$ cat src/video_consts.svh
// frame size, window limits, tile counts, fetch spacings and bandwidth codes
`ifndef VIDEO_CONSTS_SVH
`define VIDEO_CONSTS_SVH

// whole frame in clocks per line and lines per frame
`define VID_HTOTAL 9'd448
`define VID_VTOTAL 9'd320

// raster res 0 is 256x192
`define VID_HBEG_0 9'd140
`define VID_HEND_0 9'd396
`define VID_VBEG_0 9'd80
`define VID_VEND_0 9'd272
`define VID_XTILES_0 6'd33

// raster res 1 is 320x200
`define VID_HBEG_1 9'd108
`define VID_HEND_1 9'd428
`define VID_VBEG_1 9'd76
`define VID_VEND_1 9'd276
`define VID_XTILES_1 6'd41

// raster res 2 is 320x240
`define VID_HBEG_2 9'd108
`define VID_HEND_2 9'd428
`define VID_VBEG_2 9'd56
`define VID_VEND_2 9'd296
`define VID_XTILES_2 6'd41

// raster res 3 is 360x288, no border at all
`define VID_HBEG_3 9'd88
`define VID_HEND_3 9'd448
`define VID_VBEG_3 9'd32
`define VID_VEND_3 9'd320
`define VID_XTILES_3 6'd46

// clocks between two fetch strobes
`define VID_FSPACE_ZX 5'd8
`define VID_FSPACE_HC 5'd4
`define VID_FSPACE_XC 5'd2
`define VID_FSPACE_TX 5'd4

// upper two bits give total cycles (11 = 8, 01 = 4, 00 = 2), lower three the cycles used
`define VID_BW_ZX 5'b11001
`define VID_BW_HC 5'b01001
`define VID_BW_XC 5'b00001
`define VID_BW_TX 5'b11100

`endif

$ cat src/video_pkg.sv
// width typedefs, video mode enum, config, window and request structs
`default_nettype none

package video_pkg;

	typedef logic [20:0] vid_addr_t;	// dram word address
	typedef logic [15:0] vid_data_t;	// dram word
	typedef logic [8:0] vid_coord_t;	// raster x or y
	typedef logic [7:0] vid_col_t;	// fetch column within a line
	typedef logic [4:0] vid_bw_t;	// dram bandwidth code

	// one entry per layout, doubles as the render mode
	typedef enum logic [1:0] {
		mode_zx = 2'd0,	// zx screen with attributes
		mode_hc = 2'd1,	// 16 colours, 4 bpp
		mode_xc = 2'd2,	// 256 colours, 8 bpp
		mode_tx = 2'd3	// text with glyph lookup
	} vid_mode_e;

	// registered copy of the cpu side video config
	typedef struct packed {
		logic [7:0] vpage;	// page bits of the dram address
		logic [1:0] rres;	// raster resolution index
		logic nogfx;	// no fetches at all
		vid_mode_e mode;
	} vid_cfg_t;

	// decoded raster window and fetch pacing
	typedef struct packed {
		vid_coord_t hbeg;
		vid_coord_t hend;	// first column past the window
		vid_coord_t vbeg;
		vid_coord_t vend;	// first line past the window
		logic [5:0] x_tiles;
		logic [4:0] fetch_space;	// clocks per fetch strobe
		vid_bw_t bw;
	} vid_win_t;

	// single cycle dram read strobe
	typedef struct packed {
		logic valid;
		vid_addr_t addr;
		vid_bw_t bw;
	} vid_req_t;

endpackage

`default_nettype wire

$ cat src/video_mode.sv
// video mode decoder for window limits, fetch pacing, bandwidth and pixel rate
`default_nettype none

`include "video_consts.svh"

module video_mode import video_pkg::*; (
	input wire clk,
	input wire rst,
	input wire vid_cfg_t cfg,
	input wire line_start,
	output vid_win_t win,
	output logic tv_hires,
	output logic line_hires
);

	// raster resolution picks the window and the tile count
	always_comb begin
		unique case (cfg.rres)
			2'd0: begin	// 256x192
				win.hbeg = `VID_HBEG_0;
				win.hend = `VID_HEND_0;
				win.vbeg = `VID_VBEG_0;
				win.vend = `VID_VEND_0;
				win.x_tiles = `VID_XTILES_0;
			end
			2'd1: begin	// 320x200
				win.hbeg = `VID_HBEG_1;
				win.hend = `VID_HEND_1;
				win.vbeg = `VID_VBEG_1;
				win.vend = `VID_VEND_1;
				win.x_tiles = `VID_XTILES_1;
			end
			2'd2: begin	// 320x240
				win.hbeg = `VID_HBEG_2;
				win.hend = `VID_HEND_2;
				win.vbeg = `VID_VBEG_2;
				win.vend = `VID_VEND_2;
				win.x_tiles = `VID_XTILES_2;
			end
			default: begin	// 360x288, full frame width
				win.hbeg = `VID_HBEG_3;
				win.hend = `VID_HEND_3;
				win.vbeg = `VID_VBEG_3;
				win.vend = `VID_VEND_3;
				win.x_tiles = `VID_XTILES_3;
			end
		endcase
	end

	// mode picks the fetch rate and the dram share
	always_comb begin
		unique case (cfg.mode)
			mode_zx: begin
				win.fetch_space = `VID_FSPACE_ZX;	// 1 of 8
				win.bw = `VID_BW_ZX;
			end
			mode_hc: begin
				win.fetch_space = `VID_FSPACE_HC;	// 1 of 4
				win.bw = `VID_BW_HC;
			end
			mode_xc: begin
				win.fetch_space = `VID_FSPACE_XC;	// 1 of 2
				win.bw = `VID_BW_XC;
			end
			default: begin
				// text needs 4 of 8 for char, attr and two glyph bytes
				win.fetch_space = `VID_FSPACE_TX;
				win.bw = `VID_BW_TX;
			end
		endcase
	end

	// only text runs at the doubled pixel rate
	assign tv_hires = (cfg.mode == mode_tx);

	// pixel rate is frozen for a whole line
	always_ff @(posedge clk) begin
		if (rst)
			line_hires <= 1'b0;
		else if (line_start)
			line_hires <= tv_hires;	// picked up once per line
	end

endmodule

`default_nettype wire

$ cat src/video_raster.sv
// raster counters, active window flags, line and frame start strobes
`default_nettype none

`include "video_consts.svh"

module video_raster import video_pkg::*; (
	input wire clk,
	input wire rst,
	input wire vid_win_t win,
	output vid_coord_t hcnt,
	output vid_coord_t vcnt,
	output logic h_active,
	output logic v_active,
	output logic line_start,
	output logic frame_start
);

	logic h_last;	// last clock of the line
	logic v_last;	// last line of the frame

	assign h_last = (hcnt == `VID_HTOTAL - 9'd1);
	assign v_last = (vcnt == `VID_VTOTAL - 9'd1);

	// one free running clock per pixel column
	always_ff @(posedge clk) begin
		if (rst) begin
			hcnt <= '0;
			vcnt <= '0;
		end else if (h_last) begin
			hcnt <= '0;
			if (v_last)
				vcnt <= '0;	// frame wrap
			else
				vcnt <= vcnt + 9'd1;
		end else begin
			hcnt <= hcnt + 9'd1;
		end
	end

	// window compare with exclusive end limits
	assign h_active = (hcnt >= win.hbeg) && (hcnt < win.hend);
	assign v_active = (vcnt >= win.vbeg) && (vcnt < win.vend);

	// counters sit at zero in reset and the strobes stay quiet there
	assign line_start = ~rst & (hcnt == '0);
	assign frame_start = line_start & (vcnt == '0);

	// horizontal counter never leaves the frame
	a_hcnt_range: assert property (@(posedge clk) disable iff (rst)
		hcnt < `VID_HTOTAL)
		else $error("hcnt out of range %0d", hcnt);

endmodule

`default_nettype wire

$ cat src/video_addr.sv
// dram address composer for the zx, 16c, 256c and text layouts
`default_nettype none

module video_addr import video_pkg::*; (
	input wire vid_mode_e mode,
	input wire [7:0] vpage,
	input wire vid_col_t cnt_col,
	input wire vid_coord_t cnt_row,
	input wire vid_data_t txt_char,	// char pair from phase 0
	output vid_addr_t addr
);

	logic [11:0] zx_gfx;
	logic [11:0] zx_atr;
	logic [13:0] tx_low;
	vid_addr_t addr_zx;
	vid_addr_t addr_hc;
	vid_addr_t addr_xc;
	vid_addr_t addr_tx;

	// zx bitmap has the thirds and char lines swapped around
	assign zx_gfx = {cnt_row[7:6], cnt_row[2:0], cnt_row[5:3], cnt_col[4:1]};
	assign zx_atr = {3'b110, cnt_row[7:3], cnt_col[4:1]};	// attrs above the bitmap
	assign addr_zx = {vpage, 1'b0, cnt_col[0] ? zx_atr : zx_gfx};	// odd col is attr

	// linear layouts, page grain depends on line length
	assign addr_hc = {vpage[7:3], cnt_row, cnt_col[6:0]};	// 128 words per line
	assign addr_xc = {vpage[7:4], cnt_row, cnt_col};	// 256 words per line

	// text cycles through char, attr, glyph0, glyph1
	always_comb begin
		unique case (cnt_col[1:0])
			2'd0: tx_low = {vpage[0], cnt_row[8:3], 1'b0, cnt_col[7:2]};	// char codes
			2'd1: tx_low = {vpage[0], cnt_row[8:3], 1'b1, cnt_col[7:2]};	// attributes
			// font lives in the other half page
			2'd2: tx_low = {~vpage[0], 3'b000, txt_char[7:0], cnt_row[2:1]};
			default: tx_low = {~vpage[0], 3'b000, txt_char[15:8], cnt_row[2:1]};
		endcase
	end

	assign addr_tx = {vpage[7:1], tx_low};

	// layout select
	always_comb begin
		unique case (mode)
			mode_zx: addr = addr_zx;
			mode_hc: addr = addr_hc;
			mode_xc: addr = addr_xc;
			default: addr = addr_tx;
		endcase
	end

endmodule

`default_nettype wire

$ cat src/video_fetch.sv
// fetch pacing, column and row counters, read strobe and text char capture
`default_nettype none

module video_fetch import video_pkg::*; (
	input wire clk,
	input wire rst,
	input wire vid_win_t win,
	input wire vid_cfg_t cfg,
	input wire line_start,
	input wire frame_start,
	input wire h_active,
	input wire v_active,
	input wire mem_rd_stb,
	input wire vid_data_t mem_rd_data,
	input wire vid_addr_t addr,
	output vid_req_t req,
	output vid_col_t cnt_col,
	output vid_coord_t cnt_row,
	output vid_data_t txt_char
);

	logic [4:0] phase;	// clocks since last fetch slot
	logic last_phase;
	logic fire;
	logic pend;	// read in flight
	logic cap_pend;	// in flight read is a text char word
	logic v_act_q;	// previous line was active

	assign last_phase = (phase >= win.fetch_space - 5'd1);	// also catches a shrunk spacing

	// strobe on the last phase, inside the window only
	assign fire = (phase == win.fetch_space - 5'd1) & h_active & v_active & ~cfg.nogfx;

	assign req = '{valid: fire, addr: addr, bw: win.bw};

	always_ff @(posedge clk) begin
		if (rst || line_start)
			phase <= '0;	// realign every line
		else if (last_phase)
			phase <= '0;
		else
			phase <= phase + 5'd1;
	end

	always_ff @(posedge clk) begin
		if (rst || line_start)
			cnt_col <= '0;
		else if (fire)
			cnt_col <= cnt_col + 8'd1;	// next column after each read
	end

	// row counts active lines only
	always_ff @(posedge clk) begin
		if (rst) begin
			v_act_q <= 1'b0;
			cnt_row <= '0;
		end else begin
			v_act_q <= v_active;
			if (frame_start)
				cnt_row <= '0;
			else if (line_start && v_act_q)
				cnt_row <= cnt_row + 9'd1;
		end
	end

	// track the one outstanding read
	always_ff @(posedge clk) begin
		if (rst) begin
			pend <= 1'b0;
			cap_pend <= 1'b0;
		end else if (fire) begin
			pend <= 1'b1;	// reply may land on this same clock
			cap_pend <= (cfg.mode == mode_tx) && (cnt_col[1:0] == 2'd0);
		end else if (mem_rd_stb) begin
			pend <= 1'b0;
			cap_pend <= 1'b0;
		end
	end

	always_ff @(posedge clk) begin
		if (mem_rd_stb && cap_pend)
			txt_char <= mem_rd_data;	// char pair for the glyph phases
	end

	// memory must answer before the next strobe goes out
	a_one_outstanding: assert property (@(posedge clk) disable iff (rst)
		fire |-> (!pend || mem_rd_stb))
		else $error("second request issued with a read outstanding");

endmodule

`default_nettype wire

$ cat src/video_top.sv
// video front end top with config register, mode, raster, fetch and address blocks
`default_nettype none

module video_top import video_pkg::*; (
	input wire clk,
	input wire rst,
	input wire cfg_stb,
	input wire [7:0] cfg_vpage,
	input wire [7:0] cfg_vconf,	// [1:0] mode, [5] nogfx, [7:6] rres
	input wire mem_rd_stb,
	input wire vid_data_t mem_rd_data,
	output vid_req_t req,
	output logic line_start,
	output logic frame_start,
	output logic line_hires,
	output logic h_active,
	output logic v_active
);

	vid_cfg_t cfg;
	vid_win_t win;
	vid_col_t cnt_col;
	vid_coord_t cnt_row;
	vid_data_t txt_char;
	vid_addr_t addr;

	// cpu strobe loads page and mode that apply from the next clock
	always_ff @(posedge clk) begin
		if (rst) begin
			cfg <= '0;	// zx, res 0, gfx on
		end else if (cfg_stb) begin
			cfg.vpage <= cfg_vpage;
			cfg.rres <= cfg_vconf[7:6];
			cfg.nogfx <= cfg_vconf[5];
			cfg.mode <= vid_mode_e'(cfg_vconf[1:0]);
		end
	end

	video_mode u_video_mode (
		.clk(clk),
		.rst(rst),
		.cfg(cfg),
		.line_start(line_start),
		.win(win),
		.tv_hires(),	// only the per line copy leaves the block
		.line_hires(line_hires)
	);

	video_raster u_video_raster (
		.clk(clk),
		.rst(rst),
		.win(win),
		.hcnt(),	// raster position stays inside the block
		.vcnt(),
		.h_active(h_active),
		.v_active(v_active),
		.line_start(line_start),
		.frame_start(frame_start)
	);

	video_fetch u_video_fetch (
		.clk(clk),
		.rst(rst),
		.win(win),
		.cfg(cfg),
		.line_start(line_start),
		.frame_start(frame_start),
		.h_active(h_active),
		.v_active(v_active),
		.mem_rd_stb(mem_rd_stb),
		.mem_rd_data(mem_rd_data),
		.addr(addr),
		.req(req),
		.cnt_col(cnt_col),
		.cnt_row(cnt_row),
		.txt_char(txt_char)
	);

	video_addr u_video_addr (
		.mode(cfg.mode),
		.vpage(cfg.vpage),
		.cnt_col(cnt_col),
		.cnt_row(cnt_row),
		.txt_char(txt_char),
		.addr(addr)
	);

endmodule

`default_nettype wire

$ cat config.mk
export PLATFORM = sky130hd
export DESIGN_NAME = video_top
export DESIGN_NICKNAME = d
export VERILOG_FILES = /design/src/video_pkg.sv /design/src/video_mode.sv /design/src/video_raster.sv /design/src/video_addr.sv /design/src/video_fetch.sv /design/src/video_top.sv
export VERILOG_INCLUDE_DIRS = /design/src
export SDC_FILE = /design/constraint.sdc
export NUM_CORES = 1
export LEC_CHECK = 0
export ABC_AREA = 1
export BUFFER_PORTS_ARGS = -buffer_cell sky130_fd_sc_hd__buf_2
export CAP_MARGIN = 20
export CORE_UTILIZATION = 52
export DETAILED_ROUTE_END_ITERATION = 10
export PLACE_DENSITY = 0.74
export SETUP_SLACK_MARGIN = 0.05
export SLEW_MARGIN = 10
export SYNTH_ARGS = -nofsm -noshare
export SYNTH_HDL_FRONTEND = slang
export SYNTH_SLANG_ARGS = --single-unit
$ cat constraint.sdc
create_clock -name clk -period 5.9 [get_ports clk]
set_input_delay 0.885 -clock clk [delete_from_list [all_inputs] [get_ports clk]]
set_output_delay 0.885 -clock clk [all_outputs]
set_load 0.05 [all_outputs]
# Word level (Yosys, flattened, before mapping)
# Index checks and enable logic that the tools add are counted.
# totals
ff_bits	72
out_inout_bits	32
# classes
addsub	6
n_lt_le_gt_ge	5
eq_ne	10
mux	8
n_bitwise	8
n_reduce_logical	15
# op_table
op	n
41-bit case mux with 3 select lines	1
17-bit case mux with 3 select lines	1
14-bit case mux with 3 select lines	1
9-bit by 1-bit adder with 9-bit output (second input constant)	3
9-bit case mux with 3 select lines	1
9-bit == test (second input constant)	2
9-bit logical NOT	2
9-bit < comparator	2
12-bit two-way mux	1
9-bit by 8-bit >= comparator with 1-bit output	1
9-bit >= comparator	1
9-bit two-way mux	1
8-bit by 1-bit adder with 8-bit output (second input constant)	1
2-bit == test (second input constant)	4
2-bit by 1-bit == test with 1-bit output (second input constant)	3
2-bit logical NOT	3
2-bit OR reduction	3
5-bit by 1-bit adder with 5-bit output (second input constant)	1
1-bit bitwise AND	5
5-bit == test	1
5-bit >= comparator	1
1-bit logical AND	5
4-bit by 1-bit subtractor with 5-bit output (second input constant)	1
1-bit inverter	3
3 further kinds	4

# Logic depth before layout (Yosys ltp)
# Gate-level depths: netlist of the first run.
# depth
ltp_word	8
depth_mapped	15
ltp_nobuf	15

# Cells and area by module
# Synthesis of the first run repeated with hierarchy kept, for this count alone.
# hier_totals
cells_unflattened	860
area_unflattened_um2	5758.0
# modules_own_cells
mod	n_inst	cells_per_inst	area_per_inst_um2
video_fetch	1	234	2016.9
video_raster	1	315	1970.6
video_addr	1	157	685.7
video_top	1	83	549.3
video_mode	1	71	535.5

# Worst setup path before layout of the first run
# No wires, ideal clock.
# synth_path
kind	register to output
start	register cfg[0] (netlist name)
end	output port req[17] (netlist bit)
arrival_ps	2613
required_time_ps	5015
setup_slack_ps	2402
path_stages_with_launch	4
path_cell_list	dfxtp_1 > ha_1 > clkbuf_1 > o311ai_0
# synth_lines
item	line	rtl
end: declaration	video_top.sv:12	output vid_req_t req,

==> reports/qor.csv, run 1 <==
stage;metric;value;unit
timing;period_share;63.4;%
cts;post-cts-setup-buffer-count;0;
worst_setup_path;crit_buf_inv;3;
worst_setup_path;path_delay_family;simple AND/OR/NAND/NOR gates;
cts;cts_inserted_buffers;9;
grt;grt_overflow;0;
worst_setup_path;cp.required;5.02;ns
worst_setup_path;worstPathArrival;2.86;ns
finish;fin_nets;722;
worst_setup_path;worst_setup_path_end_kind;output port;
hold_path;holdPathEnd;u_video_fetch.cnt_col[7];
logic_synthesis;synthFlopType;dfxtp_1;
drt;route.detailed.drc;0;
logic_synthesis;synth-edff-count;16;
timing;period_needed;3.74;ns
worst_setup_path;r2r_start;cfg[0];
floorplan;die_h;94.5;um
timing;skew;0.0143;ns
floorplan;dieArea;8930;sq um
drt;viasPerCell;5.54;
finish;fillers;760;
cts;cts_tree;done;
power;p_leak;2.17;nW
hold_path;hp-class;register to register;
floorplan;num_rows;33;
cts;cts.htree.levels;3;
timing;max-slew-margin-rel;46.3;%
finish;drive_gt1_share;15.3;%
cts;cts_sinks;72;
timing;setup-tns-final;0;ns
run_status;status;finished clean;
logic_synthesis;syn_avg_cell_area;7.51;sq um
drt;routed-via-count;4192;
grt;antenna_found_initial;0;
logic_synthesis;synth_cell_types;47;
worst_setup_path;slowest_stage;ha_1;
worst_setup_path;cp_common_cell;nand2_1;
cts;ctsResizeCount;0;
cts;clkTransAtPathRegs;0.08;ns
hold_path;whs_path_depth;2;
worst_setup_path;critical_path_class;register to output port;
timing;rsz0062_at_grt;false;
finish;n_antenna_cell;0;
worst_setup_path;crit_fanout;11;
cts;cts-root-buf;clkbuf_8;
grt;grt_pass1_wl;17.9;mm
cts;insertion_delay;0.35;ns
worst_setup_path;start_kind;register;
placement;pre_cts_ws;2.67;ns
grt;grtUsageTotal;25.7;%
worst_setup_path;path_cells;inv_1 -> ha_1 -> inv_1 -> nand2_1 -> nand2_1 -> nand2_1 -> nand2_1 -> nor2_1 -> nand3_2 -> nor2_4 -> buf_2;
worst_setup_path;r2r_setup_slack;3.38;ns
worst_setup_path;r2r_end;u_video_fetch.cnt_col[0];
logic_synthesis;async_reset_ff_share;0;%
finish;layout_common_cells;114 x nand2_1, 70 x inv_1, 68 x nor2_1;
logic_synthesis;syn_inst;592;
logic_synthesis;yosysSeqAreaShare;36.0;%
grt;grt_pass1_vias;3949;
timing;tightest_slew;0.806;ns
timing;slew_violations;0;
power;max-vdd-ir-drop;0.000137;V
placement;hpwl;8.14;mm
cts;max-clock-path-buffers;2;
worst_setup_path;r2r_cells;13;
floorplan;ios;68;
drt;ant_nets;0;
finish;area_delta_synth_final;11.9;%
logic_synthesis;ys_warn_count;0;
power;finalPower;1.04;mW
timing;setup_slack;2.16;ns
logic_synthesis;ys_ff_latch;72;
placement;numPortBuffers;63;
floorplan;core-area;8260;sq um
drt;wl_per_cell;14.4;um
drt;wirelength;10.9;mm
finish;final_cells;757;
drt;drt-initial-drc-count;239;
placement;gp_congestion;0.867;
timing;fmaxAchievable;0.267;GHz
timing;hold_viol;0;
placement;dp.cells;741;
grt;grt_max_degree;24;
finish;layout.cells.most_common;nand2_1;
timing;setup_viol;0;
logic_synthesis;syn_area;4450;sq um
drt;first_pass_iters;5;
power;pwr_density_cell;209;nW/um^2
floorplan;initial_core_util;53.8;%
hold_path;min_from;u_video_fetch.cnt_col[7];
job;drv_cap;0;
floorplan;die_width;94.5;um
worst_setup_path;max_stage_delay;0.48;ns
cts;hold_buffers;0;
[synthesized netlist by cell type, types with 2 or more instances]
cell        n  area, sq um
a21oi_1    43          215
a21oi_2     2         17.5
a22oi_1     7         52.6
a31oi_1     3         18.8
a32oi_1     2         17.5
and3_1      2         12.5
buf_4       7         52.6
clkbuf_1   11         41.3
clkinv_1    2         7.51
dfxtp_1    56         1120
edfxtp_1   16          480
ha_1       39          488
inv_1      70          263
inv_2       3         11.3
nand2_1   114          428
nand2_2     4         25.0
nand3_1    23          115
nand4_1    11         68.8
nor2_1     68          255
nor2_2      2         12.5
nor2_4      4         45.0
nor3_1      7         35.0
o211ai_1    7         52.6
o21ai_0    37          185
o22ai_1     8         50.1
o311ai_0    2         17.5
or2_1       2         12.5
or2_2       2         12.5
xnor2_1     2         17.5
xor2_1     19          166
[where the power goes]
group	switching, mW	total [mW]	internal [mW]
clock	0.191	0.387	0.196
combinational	0.0964	0.134	0.0379
sequential	0.00765	0.519	0.512
[worst max path at each step]
stage                start  endpoint  slack [ns]  depth (start not counted)
finish              cfg[0]   req[26]        2.16                         11
CTS                 cfg[0]   req[26]        2.22                         11
detailed placement  cfg[0]   req[26]        2.67                         11
floorplan           cfg[0]   req[17]        2.40                          3
global route        cfg[0]   req[26]        2.02                         11
global placement    cfg[3]   req[26]        2.72                         10
[per-stage QoR]
stage	utilization, %	hold slack [ns]	area, sq um
floorplan	-	0.450	4450
global placement	58.0	0.458	4790
detailed placement	58.0	0.477	4790
CTS	60.3	0.488	4980
global route	60.3	0.533	4980
finish	60.3	0.484	4980
[routing by layer]
layer	part of all wire [%]	wire, um	GRT usage [%]
met1	46	4970	33.5
met2	48	5200	43.8
met5	0	0	0
met3	5.6	610	2.74
met4	1.3	140	9.22
[registers in the layout, summed over array words and instances (netlist names)]
| signal | flops |
|---|---|
| u_video_fetch.v_act_q | 1 |
| u_video_raster.vcnt | 9 |
| u_video_fetch.phase | 5 |
| u_video_fetch.cap_pend | 1 |
| u_video_fetch.txt_char | 16 |
| u_video_raster.hcnt | 9 |
| u_video_mode.line_hires | 1 |
| cfg | 13 |
| u_video_fetch.cnt_row | 9 |
| u_video_fetch.cnt_col | 8 |
[worst register-to-register path: stages, from the launching register on]
cell and delay [ns]:
dfxtp_1 0.33, inv_1 0.15, ha_1 0.48, inv_1 0.24, nand2_1 0.14, nand2_1 0.06
nand2_1 0.05, nand2_1 0.05, nor2_1 0.26, nand3_2 0.26, nor2_4 0.21, nand2_1 0.07
nand2_1 0.08, nor2_1 0.04
[cell families (layout without fill, tap and decap cells)]
kind of cell / Yosys count / in the layout / share of synthesized area, %
compound gates: 118 / 118 / 15.3
xor+xnor: 21 / 21 / 4.14
fa+ha+maj: 39 / 39 / 11.0
buf+inv: 96 / 155 / 8.95
flops: 72 / 72 / 36.0
other cells: 1 / 2 / 0.0843
simple gates: 245 / 245 / 24.5
[area by class of cell]
class	instances	area [sq um]	share of cell area, %
Clock buffer	11	131	2.64
Clock inverter	5	57.6	1.16
Inverter	76	288	5.78
Multi-Input combinational cell	425	2450	49.3
Sequential cell	72	1600	32.2
Tap cell	105	131	2.64
Timing Repair Buffer	63	315	6.34
Note: power is estimated with default switching activity, not from simulation.
==> run 2, diff against run 1 <==
clock period = 3.6 ns   (was 5.9 ns; I/O delays follow)
==> reports/qor.csv, run 2 (same netlist as run 1, synthesis figures left out) <==
stage;metric;value;unit;change
finish;fin_nets;724;;+0.28%
drt;wl_per_cell;14.3;um;-0.83%
timing;rsz0062_at_grt;false;;
timing;hold_slack;0.356;ns;-0.128 ns
worst_setup_path;start_kind;register;;
worst_setup_path;crit_buf_inv;2;;-1
finish;fin_util;60.5;%;+0.21 points
placement;numPortBuffers;63;;unchanged
timing;setup-tns-final;0;ns;unchanged
cts;clkTransAtPathRegs;0.09;ns;about the same
drt;route.detailed.drc;0;;unchanged
timing;period_needed;3.28;ns;
grt;grt_max_degree;24;;unchanged
timing;slew_violations;0;;unchanged
finish;regMostFlops;u_video_fetch.txt_char;;
worst_setup_path;critical_path_class;register to output port;;
worst_setup_path;path_delay_family;compound AO/OA/AOI/OAI gates;;
drt;routed-via-count;4177;;-0.36%
finish;fillers;747;;-1.7%
drt;viasPerCell;5.50;;-0.62%
cts;cts_sinks;72;;unchanged
finish;largest_reg_flops;16;;unchanged
worst_setup_path;cp.required;3.06;ns;-1.96 ns
finish;layout.cells.most_common;nand2_1;;
cts;cts_inserted_buffers;9;;unchanged
finish;reg.largest.list;u_video_fetch.txt_char (16), cfg (13);;
hold_path;hp-class;primary input to register;;
timing;period_share;91.0;%;
grt;use_met2;41.7;%;-2.1 points
power;p_leak;2.18;nW;+0.42%
grt;grtUsageTotal;25.9;%;+0.27 points
worst_setup_path;path_cells;inv_1 -> ha_1 -> o21bai_1 -> ha_1 -> a21oi_1 -> nand2_1 -> a21oi_2 -> nand3_2 -> nor2_4 -> clkbuf_4;;
finish;multi_input_area;2450;sq um;unchanged
run_status;status;finished clean;;
drt;first_pass_iters;5;;unchanged
cts;cts.htree.levels;3;;unchanged
finish;drive_gt1_share;15.6;%;+0.26 points
grt;antenna_found_initial;0;;unchanged
floorplan;core-area;8260;sq um;unchanged
timing;setup_viol;0;;unchanged
job;drv_cap;0;;unchanged
cts;insertion_delay;0.35;ns;about the same
worst_setup_path;max_stage_delay;0.44;ns;-0.04 ns
grt;top_usage_layer;met2;;
timing;max-slew-margin-rel;48.6;%;+2.3 points
cts;hold_buffers;0;;unchanged
cts;post-cts-setup-buffer-count;0;;unchanged
worst_setup_path;cp_common_cell;ha_1;;
cts;cts_tree;done;;
grt;use_met3;3.30;%;+0.56 points
timing;skew;0.0117;ns;-0.00259 ns
floorplan;die_h;94.5;um;unchanged
worst_setup_path;crit_fanout;9;;-2
floorplan;die_width;94.5;um;unchanged
cts;cts-root-buf;clkbuf_8;;
cts;max-clock-path-buffers;2;;unchanged
grt;grt_pass1_vias;3841;;-2.7%
grt;grtUsageMet1;35.3;%;+1.7 points
power;pwr_density_cell;342;nW/um^2;+63%
grt;grt_pass1_wl;18.0;mm;+0.46%
floorplan;ios;68;;unchanged
timing;fmaxAchievable;0.305;GHz;
placement;gp_congestion;0.840;;-3.1%
floorplan;num_rows;33;;unchanged
finish;area_delta_synth_final;12.3;%;
timing;hold_viol;0;;unchanged
worst_setup_path;worstPathArrival;2.74;ns;-0.12 ns
timing;tightest_slew;0.771;ns;-0.0351 ns
floorplan;initial_core_util;53.8;%;unchanged
grt;grt_overflow;0;;unchanged
worst_setup_path;worst_setup_path_end_kind;output port;;
power;finalPower;1.71;mW;+64%
drt;drt-initial-drc-count;232;;-2.9%
floorplan;dieArea;8930;sq um;unchanged
finish;layout_common_cells;114 x nand2_1, 70 x inv_1, 68 x nor2_1;;
placement;hpwl;8.13;mm;-0.14%
finish;n_antenna_cell;0;;unchanged
drt;ant_nets;0;;unchanged
worst_setup_path;slowest_stage;dfxtp_1;;
drt;wirelength;10.9;mm;-0.57%
power;max-vdd-ir-drop;0.000191;V;+39%
finish;seqCellArea;1600;sq um;unchanged
-- run 2: cell types whose count changed in the layout (fill, tap and decap cells not counted), sizes merged --
cell    change
buf         +1
clkinv      +1
-- run 2: power breakdown --
| part | switching, mW | internal (mW) |
|---|---|---|
| clock network | 0.317 | 0.318 |
| logic | 0.157 | 0.0633 |
| registers | 0.0127 | 0.839 |
| total | 0.487 | 1.22 |
-- run 2: metal layers --
layer | vias to the layer above | share of wire (%)
li1 | 2068 | -
met1 | 1916 | 46
met2 | 166 | 46
met3 | 27 | 6.1
met4 | 0 | 2.2
met5 | - | 0
-- run 2: final timing paths --
kind                                      start                         end  slack [ns]  cells after the start
worst max-delay path                     cfg[3]                     req[26]        0.32                     10
worst min-delay path            mem_rd_data[10]  u_video_fetch.txt_char[10]        0.36                      1
worst max register to register           cfg[3]    u_video_fetch.cnt_col[0]        1.20                     12
worst min register to register          cfg[10]                     cfg[10]        0.49                      2
-- run 2: worst reg2reg max path: cells and delay by family, from the launching register on --
family                   cells  cell delay (ns)
AND/OR/NAND/NOR              6             0.67
buffers and inverters        1             0.13
adder cells (fa/ha/maj)      2             0.51
flip-flops                   1             0.44
AO/OA/AOI/OAI                3             0.56
-- run 2: area by class of cell --
type	count	area share, %
Clock buffer	10	2.56
Clock inverter	6	1.23
Tap cell	105	2.63
Inverter	76	5.76
Timing Repair Buffer	65	6.66
Sequential cell	72	32.1
Multi-Input combinational cell	425	49.1
-- run 2: through the flow --
stage / cells / area, sq um / worst slack [ns]
2_1_floorplan: 593 / 4450 / 0.447
3_3_place_gp: 743 / 4800 / 0.797
3_5_place_dp: 743 / 4800 / 0.681
4_1_cts: 759 / 4990 / 0.293
5_1_grt: 759 / 4990 / 0.0759
6_report: 759 / 4990 / 0.324
-- run 2: what timing repair did --
action / 4_1_cts / 5_1_grt
gates resized for setup: 0 / 1
hold endpoints to repair: 0 / 0
setup endpoints to repair: 0 / 1
